--- src/bpred_params.svh ---
// Branch predictor sizing constants shared by the package and the table modules

`ifndef BPRED_PARAMS_SVH
`define BPRED_PARAMS_SVH

// Width of every fetch and target address
`define BP_XLEN 32

// Index bits of the two-bit counter table (64 counters)
`define BP_DIR_BITS 6

// Index bits of the direct-mapped BTB (16 entries)
`define BP_BTB_BITS 4

// Entries in the return address stack
`define BP_RAS_DEPTH 4

// Counter value after reset, weakly not taken
`define BP_COUNTER_RESET 2'b01

`endif

--- src/bpred_pkg.sv ---
// Branch predictor types for addresses, instruction class, predictions and reports
`default_nettype none

`include "bpred_params.svh"

package bpred_pkg;

  // Fetch, target and fall-through addresses
  typedef logic [`BP_XLEN-1:0] pcT;

  // One-hot control class, all zero for ordinary instructions
  typedef struct packed {
    logic call;
    logic ret;
    logic jump;
    logic branch;
  } iClassT;

  // Prediction made in fetch and carried down to execute
  typedef struct packed {
    logic   valid;
    pcT     nextPc;
    // Class as stored in the BTB, zero on a miss
    iClassT iClass;
    // Upper bit of the direction counter
    logic   dirTaken;
  } predT;

  // Resolved outcome of the instruction now in execute
  typedef struct packed {
    logic   valid;
    pcT     pc;
    iClassT iClass;
    // Jumps, calls and returns always resolve taken
    logic   taken;
    pcT     target;
  } resolveT;

  // Memory-stage summary of what went wrong
  typedef struct packed {
    logic bpWrong;
    logic dirWrong;
    logic classWrong;
  } reportT;

endpackage

`default_nettype wire

--- src/stageReg.sv ---
// Pipeline stage register with enable and synchronous clear for any packed payload
`timescale 1ns/100ps
`default_nettype none

module stageReg #(
  parameter type payloadT = logic
) (
  input  logic    clk,
  input  logic    rstN,
  // Load strobe, low while the pipeline is stalled
  input  logic    en,
  // Flush, wins over the load
  input  logic    clr,
  input  payloadT d,
  output payloadT q
);

  always_ff @(posedge clk or negedge rstN) begin
    if (!rstN) begin
      q <= '0;
    end else if (clr) begin
      // Bubble into the next stage
      q <= '0;
    end else if (en) begin
      q <= d;
    end
  end

endmodule

`default_nettype wire

--- src/dirPredictor.sv ---
// Bimodal direction predictor built from a table of two-bit saturating counters
`timescale 1ns/100ps
`default_nettype none

`include "bpred_params.svh"

module dirPredictor (
  input  logic            clk,
  input  logic            rstN,
  // Fetch lookup
  input  bpred_pkg::pcT   pcF,
  output logic            dirTakenF,
  // Execute training
  input  logic            train,
  input  bpred_pkg::pcT   pcE,
  input  logic            taken
);

  localparam int numEntries = 1 << `BP_DIR_BITS;

  logic [1:0]              ctrQ [numEntries];
  logic [`BP_DIR_BITS-1:0] idxF;
  logic [`BP_DIR_BITS-1:0] idxE;
  logic [1:0]              ctrE;
  logic [1:0]              ctrNextE;

  //////////////////////////////////////////////////////////////////////
  // Lookup
  //////////////////////////////////////////////////////////////////////

  // Bits 1:0 are always zero for 4-byte instructions
  assign idxF = pcF[`BP_DIR_BITS+1:2];
  assign idxE = pcE[`BP_DIR_BITS+1:2];

  // Counters 2 and 3 predict taken
  assign dirTakenF = ctrQ[idxF][1];

  //////////////////////////////////////////////////////////////////////
  // Training
  //////////////////////////////////////////////////////////////////////

  assign ctrE = ctrQ[idxE];

  always_comb begin
    ctrNextE = ctrE;
    // Saturate at strongly taken
    if (taken && ctrE != 2'b11) begin
      ctrNextE = ctrE + 2'b01;
    end
    // Saturate at strongly not taken
    if (!taken && ctrE != 2'b00) begin
      ctrNextE = ctrE - 2'b01;
    end
  end

  // Old value is still visible to a fetch in the training cycle
  always_ff @(posedge clk or negedge rstN) begin
    if (!rstN) begin
      for (int i = 0; i < numEntries; i++) begin
        ctrQ[i] <= `BP_COUNTER_RESET;
      end
    end else if (train) begin
      ctrQ[idxE] <= ctrNextE;
    end
  end

endmodule

`default_nettype wire

--- src/targetBuffer.sv ---
// Direct-mapped branch target buffer holding target address and instruction class
`timescale 1ns/100ps
`default_nettype none

`include "bpred_params.svh"

module targetBuffer (
  input  logic                clk,
  input  logic                rstN,
  // Fetch lookup
  input  bpred_pkg::pcT       pcF,
  output logic                hitF,
  output bpred_pkg::pcT       targetF,
  output bpred_pkg::iClassT   iClassF,
  // Execute update
  input  logic                update,
  input  bpred_pkg::resolveT  resolveE
);

  localparam int numEntries = 1 << `BP_BTB_BITS;
  localparam int tagBits    = `BP_XLEN - `BP_BTB_BITS - 2;

  logic [numEntries-1:0]   validQ;
  logic [tagBits-1:0]      tagMem    [numEntries];
  bpred_pkg::pcT           targetMem [numEntries];
  bpred_pkg::iClassT       classMem  [numEntries];

  logic [`BP_BTB_BITS-1:0] idxF;
  logic [tagBits-1:0]      tagF;
  logic [`BP_BTB_BITS-1:0] idxE;
  logic [tagBits-1:0]      tagE;
  logic                    hitE;
  logic                    isCtrlE;
  logic                    writeE;
  logic                    invalidateE;

  //////////////////////////////////////////////////////////////////////
  // Fetch lookup
  //////////////////////////////////////////////////////////////////////

  assign idxF = pcF[`BP_BTB_BITS+1:2];
  assign tagF = pcF[`BP_XLEN-1:`BP_BTB_BITS+2];

  // Tag compare only counts on a valid entry
  assign hitF    = validQ[idxF] && (tagMem[idxF] == tagF);
  assign targetF = targetMem[idxF];
  // Miss reads as a non-control instruction
  assign iClassF = hitF ? classMem[idxF] : '0;

  //////////////////////////////////////////////////////////////////////
  // Execute update
  //////////////////////////////////////////////////////////////////////

  assign idxE = resolveE.pc[`BP_BTB_BITS+1:2];
  assign tagE = resolveE.pc[`BP_XLEN-1:`BP_BTB_BITS+2];

  // Fresh match on the resolved PC, not the carried fetch result
  assign hitE    = validQ[idxE] && (tagMem[idxE] == tagE);
  assign isCtrlE = |resolveE.iClass;

  // Control instruction allocates or refreshes its entry
  assign writeE      = update && isCtrlE;
  // Plain instruction that aliased an entry drops it
  assign invalidateE = update && !isCtrlE && hitE;

  always_ff @(posedge clk or negedge rstN) begin
    if (!rstN) begin
      validQ <= '0;
    end else if (writeE) begin
      validQ[idxE] <= 1'b1;
    end else if (invalidateE) begin
      validQ[idxE] <= 1'b0;
    end
  end

  // Entry payload, qualified by validQ
  always_ff @(posedge clk) begin
    if (writeE) begin
      tagMem[idxE]    <= tagE;
      targetMem[idxE] <= resolveE.target;
      classMem[idxE]  <= resolveE.iClass;
    end
  end

endmodule

`default_nettype wire

--- src/returnStack.sv ---
// Circular return address stack updated by resolved calls and returns
`timescale 1ns/100ps
`default_nettype none

`include "bpred_params.svh"

module returnStack (
  input  logic                clk,
  input  logic                rstN,
  // Predicted return target for fetch
  output bpred_pkg::pcT       topF,
  // Execute update
  input  logic                update,
  input  bpred_pkg::resolveT  resolveE
);

  localparam int depth   = `BP_RAS_DEPTH;
  localparam int ptrBits = $clog2(depth);

  bpred_pkg::pcT      stackQ [depth];
  logic [ptrBits-1:0] ptrQ;
  logic [ptrBits-1:0] ptrInc;
  logic [ptrBits-1:0] ptrDec;
  logic               push;
  logic               pop;

  //////////////////////////////////////////////////////////////////////
  // Pointer arithmetic
  //////////////////////////////////////////////////////////////////////

  // Pointer names the next free slot and wraps at both ends
  assign ptrInc = (ptrQ == ptrBits'(depth - 1)) ? '0 : ptrQ + 1'b1;
  assign ptrDec = (ptrQ == '0) ? ptrBits'(depth - 1) : ptrQ - 1'b1;

  // Most recent push sits just below the pointer
  assign topF = stackQ[ptrDec];

  // Class is one-hot so call and return never coincide
  assign push = update && resolveE.iClass.call;
  assign pop  = update && resolveE.iClass.ret;

  //////////////////////////////////////////////////////////////////////
  // Stack storage
  //////////////////////////////////////////////////////////////////////

  always_ff @(posedge clk or negedge rstN) begin
    if (!rstN) begin
      ptrQ <= '0;
      for (int i = 0; i < depth; i++) begin
        stackQ[i] <= '0;
      end
    end else if (push) begin
      // Link address of the call
      stackQ[ptrQ] <= resolveE.pc + bpred_pkg::pcT'(4);
      // Overflow silently overwrites the oldest entry
      ptrQ         <= ptrInc;
    end else if (pop) begin
      ptrQ <= ptrDec;
    end
  end

endmodule

`default_nettype wire

--- src/bpred.sv ---
// Fetch-stage branch predictor with execute-stage checking and memory-stage report
`timescale 1ns/100ps
`default_nettype none

module bpred (
  input  logic                clk,
  input  logic                rstN,
  // Pipeline control for decode, execute and memory registers
  input  logic                stall,
  input  logic                flush,
  // Fetch
  input  logic                fetchValid,
  input  bpred_pkg::pcT       pcF,
  output bpred_pkg::predT     predF,
  // Execute
  input  bpred_pkg::resolveT  resolveE,
  output logic                bpWrongE,
  output bpred_pkg::pcT       pcCorrectE,
  // Memory
  output bpred_pkg::reportT   reportM
);

  logic               dirTakenF;
  logic               btbHitF;
  bpred_pkg::pcT      btbTargetF;
  bpred_pkg::iClassT  btbClassF;
  bpred_pkg::pcT      rasTopF;
  bpred_pkg::pcT      pcPlus4F;
  bpred_pkg::pcT      nextPcF;

  bpred_pkg::predT    predD;
  bpred_pkg::predT    predE;
  bpred_pkg::pcT      pcD;
  bpred_pkg::pcT      pcE;

  logic               stageEn;
  logic               trainE;
  logic               checkE;
  bpred_pkg::reportT  reportE;

  assign stageEn = !stall;

  //////////////////////////////////////////////////////////////////////
  // Fetch prediction
  //////////////////////////////////////////////////////////////////////

  dirPredictor dirPred (
    .clk, .rstN,
    .pcF, .dirTakenF,
    .train(trainE && resolveE.iClass.branch),
    .pcE,
    .taken(resolveE.taken)
  );

  targetBuffer btb (
    .clk, .rstN,
    .pcF, .hitF(btbHitF), .targetF(btbTargetF), .iClassF(btbClassF),
    .update(trainE), .resolveE
  );

  returnStack ras (
    .clk, .rstN,
    .topF(rasTopF),
    .update(trainE), .resolveE
  );

  assign pcPlus4F = pcF + bpred_pkg::pcT'(4);

  // Fall through unless the BTB knows a taken control instruction here
  always_comb begin
    nextPcF = pcPlus4F;
    if (btbHitF) begin
      if (btbClassF.ret) begin
        nextPcF = rasTopF;
      end else if (btbClassF.jump || btbClassF.call) begin
        nextPcF = btbTargetF;
      end else if (btbClassF.branch && dirTakenF) begin
        nextPcF = btbTargetF;
      end
    end
  end

  assign predF.valid    = fetchValid;
  assign predF.nextPc   = nextPcF;
  assign predF.iClass   = btbClassF;
  assign predF.dirTaken = dirTakenF;

  //////////////////////////////////////////////////////////////////////
  // Decode and execute registers
  //////////////////////////////////////////////////////////////////////

  stageReg #(.payloadT(bpred_pkg::predT)) predDReg (
    .clk, .rstN, .en(stageEn), .clr(flush), .d(predF), .q(predD)
  );

  stageReg #(.payloadT(bpred_pkg::pcT)) pcDReg (
    .clk, .rstN, .en(stageEn), .clr(flush), .d(pcF), .q(pcD)
  );

  stageReg #(.payloadT(bpred_pkg::predT)) predEReg (
    .clk, .rstN, .en(stageEn), .clr(flush), .d(predD), .q(predE)
  );

  // Fetch PC lined up with predE, indexes the counter update
  stageReg #(.payloadT(bpred_pkg::pcT)) pcEReg (
    .clk, .rstN, .en(stageEn), .clr(flush), .d(pcD), .q(pcE)
  );

  //////////////////////////////////////////////////////////////////////
  // Execute check and training
  //////////////////////////////////////////////////////////////////////

  // Tables only learn from an execute cycle that completes
  assign trainE = resolveE.valid && !stall;

  // Both sides must describe a real instruction
  assign checkE = resolveE.valid && predE.valid;

  assign pcCorrectE = resolveE.taken ? resolveE.target
                                     : resolveE.pc + bpred_pkg::pcT'(4);

  assign bpWrongE = checkE && (predE.nextPc != pcCorrectE);

  assign reportE.bpWrong    = bpWrongE;
  // Counter disagreed on a branch the BTB already knew as a branch
  assign reportE.dirWrong   = checkE && resolveE.iClass.branch && predE.iClass.branch
                              && (predE.dirTaken != resolveE.taken);
  // Includes cold misses, where the BTB class reads as zero
  assign reportE.classWrong = checkE && (predE.iClass != resolveE.iClass);

  //////////////////////////////////////////////////////////////////////
  // Memory report
  //////////////////////////////////////////////////////////////////////

  stageReg #(.payloadT(bpred_pkg::reportT)) reportMReg (
    .clk, .rstN, .en(stageEn), .clr(flush), .d(reportE), .q(reportM)
  );

endmodule

`default_nettype wire

--- config.mk ---
export PLATFORM = sky130hd
export DESIGN_NAME = bpred
export DESIGN_NICKNAME = d
export VERILOG_FILES = /design/src/bpred_pkg.sv /design/src/stageReg.sv /design/src/dirPredictor.sv /design/src/targetBuffer.sv /design/src/returnStack.sv /design/src/bpred.sv
export VERILOG_INCLUDE_DIRS = /design/src
export SDC_FILE = /design/constraint.sdc
export NUM_CORES = 2
export LEC_CHECK = 0
export BUFFER_PORTS_ARGS = -buffer_cell sky130_fd_sc_hd__buf_2
export CAP_MARGIN = 20
export CORE_UTILIZATION = 40
export DETAILED_ROUTE_END_ITERATION = 6
export GPL_TIMING_DRIVEN = 1
export HOLD_SLACK_MARGIN = 0.06
export PLACE_DENSITY = 0.6
export SLEW_MARGIN = 20
export SYNTH_ARGS = -nofsm -noshare
export SYNTH_HDL_FRONTEND = slang
export SYNTH_SLANG_ARGS = --single-unit
--- constraint.sdc ---
create_clock -name clk -period 6.37 [get_ports clk]
set_clock_uncertainty 0.05 [all_clocks]
set_input_delay 1.274 -clock clk [delete_from_list [all_inputs] [get_ports clk]]
set_output_delay 1.274 -clock clk [all_outputs]
set_load 0.05 [all_outputs]
## Word level (Yosys, flattened, before mapping)

Memory sizes are Yosys's and may differ from the RTL's.
Cells that the tools add are included.

| storage, ports and cells | value |
|---|---|
| register bits after elaboration | 369 |
| bits in latches | 0 |
| RAM bits | 992 |
| ROM bits | 0 |
| input bits | 107 |
| output and inout port bits | 74 |
| word-level logic and storage cells | 199 |
| memories | 3 |

Memories:

| name | words | width | read ports | clocked after memory_dff | write ports | RTL line | text |
|---|---|---|---|---|---|---|---|
| btb.targetMem | 16 | 32 | 1 | 0 | 1 | targetBuffer.sv:25 | `bpred_pkg::pcT targetMem [numEntries];` |
| btb.tagMem | 16 | 26 | 2 | 0 | 1 | targetBuffer.sv:24 | `logic [tagBits-1:0] tagMem [numEntries];` |
| btb.classMem | 16 | 4 | 1 | 0 | 1 | targetBuffer.sv:26 | `bpred_pkg::iClassT classMem [numEntries];` |

| operators by class | value |
|---|---|
| add/sub/neg operators | 6 |
| multipliers | 0 |
| div/mod/pow operators | 0 |
| magnitude comparators | 9 |
| equality and inequality tests | 8 |
| shift-type cells | 0 |
| muxes and demuxes | 47 |
| bitwise operators | 7 |
| reduce and logical (&&, ||, !) cells | 30 |

Operators by type and width:

| cell | count |
|---|---|
| 128-bit bitwise mux | 2 |
| 32-bit two-way mux | 8 |
| 38-bit two-way mux | 4 |
| 32-bit by 3-bit adder with 32-bit output (second input constant) | 2 |
| 32-bit binary-select mux with 2-bit select | 1 |
| 32-bit demux with 2-bit select | 1 |
| 26-bit == test | 2 |
| 16-bit two-way mux | 2 |
| 8-bit two-way mux | 4 |
| 32-bit inequality test | 1 |
| 2-bit binary-select mux with 6-bit select | 2 |
| 2-bit two-way mux | 11 |
| 1-bit logical AND | 21 |
| 16-bit bitwise AND | 1 |
| 16-bit NOT | 1 |
| 16-bit bitwise OR | 1 |
| 7-bit greater-or-equal comparator (second input constant) | 2 |
| 6-bit NOT with 7-bit output | 2 |
| 2-bit demux with 6-bit select | 1 |
| 4-bit by 5-bit less-than comparator with 1-bit output (second input constant) | 2 |
| 1-bit binary-select mux with 4-bit select | 2 |
| 7-bit by 1-bit less-than comparator with 1-bit output (second input constant) | 1 |
| 3-bit greater-or-equal comparator (second input constant) | 2 |
| 3-bit two-way mux | 2 |
| other kinds (18) | 29 |

## Longest topological paths before layout

| depth | value |
|---|---|
| depth in word-level cells | 11 |
| mapped depth | 15 |
| depth with buffers taken out | 12 |

## Modules after synthesis

From an unflattened synthesis, not the netlist that was laid out.

| unflattened totals | value |
|---|---|
| cells, all modules | 4429 |
| area total of the unflattened synthesis | 66334.9 µm² |

Modules (own cells, without submodules):

| module | times used | cells each | area each (µm²) | sequential area each (µm²) |
|---|---|---|---|---|
| targetBuffer | 1 | 1996 | 43122.6 | 30189.0 |
| dirPredictor | 1 | 882 | 8012.7 | 3283.1 |
| returnStack | 1 | 550 | 5982.0 | 3253.1 |
| bpred | 1 | 542 | 3355.7 | 0.0 |
| stageReg (predDReg ...) | 2 | 122 | 1549.0 | 950.9 |
| stageReg (pcDReg ...) | 2 | 103 | 1323.8 | 800.8 |
| stageReg (reportMReg) | 1 | 9 | 116.4 | 75.1 |

## Least setup slack after synthesis

Ideal clock, no wire load.

| timing | value |
|---|---|
| kind | input to register |
| start point | in resolveE[39] (netlist name) |
| end point | mem btb.classMem[0][0] (netlist name) (enable) |
| setup time | 561 ps |
| arrival | 6606 ps |
| required time | 5759 ps |
| path slack | -847 ps |
| cell stages on the path | 7 |
| buffers on the path | 3 |
| path through | clkbuf_1 > buf_1 > buf_2 > inv_1 > ha_1 > nand2_1 > nor3_1 |

RTL lines:

| item | RTL line | text |
|---|---|---|
| start, declared | bpred.sv:16 | `input bpred_pkg::resolveT resolveE,` |
| end, declared | targetBuffer.sv:26 |  |

Straight into the memory's write port.

==> metrics.md <==
| Metric | Value |
|---|---|
| Yosys warns | `0` |
| WS Path Type | `input port to output port` |
| Final worst-path cycle share | `1.01` |
| Synth area leaders | `edfxtp_1 48%, mux4_2 15%, dfrtp_1 12%` |
| Peak supply drop | `between 0.2 and 0.3 mV` |
| Hold_buf cts | `0` |
| Chip Height | `394 um` |
| Setup TNS | `-0.0761 ns` |
| Area of the multi-input gates | `approximately 0.021 mm^2` |
| Row cnt | `about 140` |
| Fin. Hold Viols | `0` |
| Status | `finished, violations left` |
| Synth top cells by count | `992 x edfxtp_1, 414 x mux4_2, 301 x dfrtp_1, 273 x nand2_1, 242 x nor2_1` |
| Sequential fraction of the synthesis area | `0.634` |
| GR Util met3 | `0.0622` |
| Leakage Power | `between 20 and 30 nW` |
| Largest net degree at the start of global routing | `around 140` |
| Die area | `~0.16 mm^2` |
| Startpoint Class | `input port` |
| Drt wl/cell | `approximately 31 um` |
| Total track usage | `0.254` |
| Largest area contributor in the netlist | `edfxtp_1` |
| # setup viols final | `2` |
| Most used routing layer | `met2` |
| Htree depth | `4` |
| Most numerous cell in the Yosys netlist | `edfxtp_1` |
| Die width | `394 um` |
| Slew @ Worst Pin | `1.12 ns` |
| Final core utilization | `0.471` |
| Worst slew margin | `0.252` |
| Synth cell types | `79` |
| M2 GR Usage | `0.378` |
| Post-DP HPWL | `129000 um` |
| Req. time, crit path | `approximately 5.1 ns` |
| Fmax | `between 150 and 200 MHz` |
| Drt total wl | `around 200000 um` |
| CTS Sinks | `~1400` |
| Worst hold slack | `about 0.38 ns` |
| Non-filler instance count after layout | `approximately 6400` |
| Via/cell ratio | `roughly 6.1` |
| Dominant synthesized flop cell | `edfxtp_1` |
| Initial antenna violation count | `26` |
| Routability cong. | `0.933` |
| Grt ovf | `0` |
| Mean post-synth cell area | `about 16 um^2` |
| DRT Pass-1 Iters | `6` |
| CTS tree | `yes` |
| Met1 Use GR | `0.370` |
| Crit path max fanout | `14` |
| TritonCTS Buffers | `~150` |
| Yosys reg bits | `about 1400` |
| Power Dens Cells | `308 mW/mm^2` |
| Initial DRC count | `~4800` |
| Sequential cell area | `0.0390 mm^2` |
| CP arrival | `between 5 and 6 ns` |
| Synthesized Nets | `~4000` |
| Post-route setup slack | `-0.0642 ns` |
| Tmin final | `around 6.4 ns` |
| Wire length of the first global-routing pass | `283000 um` |
| # port buffers | `180` |
| DRC | `0` |
| Total core area | `around 0.15 mm^2` |
| Root buf cell | `clkbuf_16` |
| Slew Viols, Final | `0` |
| Worst Hold Class | `input port to async pin` |
| Layout area overhead | `16.5%` |
| CP endpoint kind | `output port` |
| DRT antenna net count | `0` |
| Fraction of layout cells with a size suffix above 1 | `0.316` |
| Failing checks | `negative setup slack` |
| Placed Cells | `~6000` |
| Post-Synthesis Cells | `between 3000 and 4000` |
| Unrepaired setup endpoints after global routing | `false` |
| Io pins | `~180` |
| Nets@finish | `between 4000 and 5000` |
| Top-area cell type share of the netlist area | `0.484` |
| Clk slew on worst S/H paths | `about 0.060 ns` |
| Area of the mapped netlist | `between 0.06 and 0.07 mm^2` |
| Initial Utilization | `0.404` |
| Fill cells | `~13000` |
| Vias in the first global route | `around 38000` |
| Via count | `~39000` |
| FFs w/ async S/R, synth | `0.269` |
| Max Cap Viol | `0` |
| Post-synth EDFFs | `between 900 and 1000` |
| Clock Tree Buf Depth | `3` |
| Clk Latency, worst-skew pair | `approximately 0.8 ns` |
## layout by cell type, fill, tap and decap left out, types with 43 or more instances in the layout
cell       instances
dfrtp_1          300
dfstp_2           64
mux2i_1          138
edfxtp_1         992
nor2_1           228
nand3_1          110
nor3_1            52
a21oi_1           53
mux4_2           414
o21ai_0          162
mux2_2           175
buf_4            250
buf_12            52
buf_2            142
nand2_1          273
clkbuf_16        146
a22oi_1           67
xnor2_1          102
xor2_1            43
## sequential cells by signal, summed over array words and instances (netlist names), named ones only
signal,flops
ras.stackQ,128
dirPred.ctrQ,128
predDReg.q,38
pcEReg.q,6
ras.ptrQ,2
btb.targetMem,512
reportMReg.q,3
pcDReg.q,6
predEReg.q,38
btb.tagMem,416
btb.classMem,64
## critical path, stage by stage
cell and delay (ns):
buf_2 0.35, buf_4 0.26, nor2b_1 0.51, a22o_1 0.27, o21a_1 0.14, o2111ai_1 0.13
nor4_2 0.41, buf_4 0.22, nand4_2 0.18, buf_12 0.20, buf_4 0.19, nor3_1 0.51
buf_4 0.23, nor2_1 0.06, buf_12 0.15
## through the flow
stage | worst slack (ns) | power (mW) | area (um^2)
after floorplan | 0.0701 | 12.5 | 61500
after global placement | -0.287 | 13.8 | 66800
after detailed placement | -0.308 | 13.9 | 66800
after CTS | 0.0237 | 22.2 | 71600
after global routing | 0.00323 | 22.9 | 71700
final | -0.0642 | 22.1 | 71700
## logic make-up (layout without fill, tap and decap cells)
logic type / Yosys count / after routing / share of synthesized area
compound gates: 491 / 491 / 0.0535
fa+ha+maj: 11 / 11 / 0.00224
simple gates: 833 / 833 / 0.0615
xor+xnor: 148 / 148 / 0.0211
flops: 1357 / 1357 / 0.634
other cells: 0 / 7 / 0
mux: 728 / 728 / 0.206
buf+inv: 313 / 757 / 0.0215
## cell type report
class / instances / area share
sequential: 1357 / 0.544
timing repair buffer: 452 / 0.0531
clock buffer: 200 / 0.0558
inverter: 38 / 0.00206
tap: 2030 / 0.0354
clock inverter: 67 / 0.00983
antenna: 7 / 0.000244
multi-input combinational: 2211 / 0.299
## path summary, 6_finish.rpt
check / start / endpoint / slack, ns / cells past startpoint
setup / recovery: pcF[4] / predF[25] / -0.06 / 15
hold / removal: rstN / pcDReg.q[4] / 0.38 / 1
setup reg to reg: pcEReg.q[3] / dirPred.ctrQ[56] / 2.18 / 13
hold reg to reg: ras.stackQ[23] / ras.stackQ[23] / 0.42 / 2
max in group asynchronous: rstN / predDReg.q[7] / 4.65 / 2
min in group clk: ras.stackQ[23] / ras.stackQ[23] / 0.42 / 2
## metal layers
metal	wire, um	vias up
met4	5240	12
met2	89000	2023
li1	-	15978
met1	82000	20359
met3	21000	307
met5	69	-
## power by group
group,switching (mW),internal [mW],leakage (nW)
registers,0.274,10.0,13.6
clock network,3.65,4.66,2.29
logic,2.22,1.26,9.67
## what timing repair did
action,in CTS,in global routing
cloned,2,0
pin swaps,1,1
setup buffers,0,0
setup endpoints to repair,32,26
gates resized for setup,11,5
Note: power is estimated with default switching activity, not from simulation.
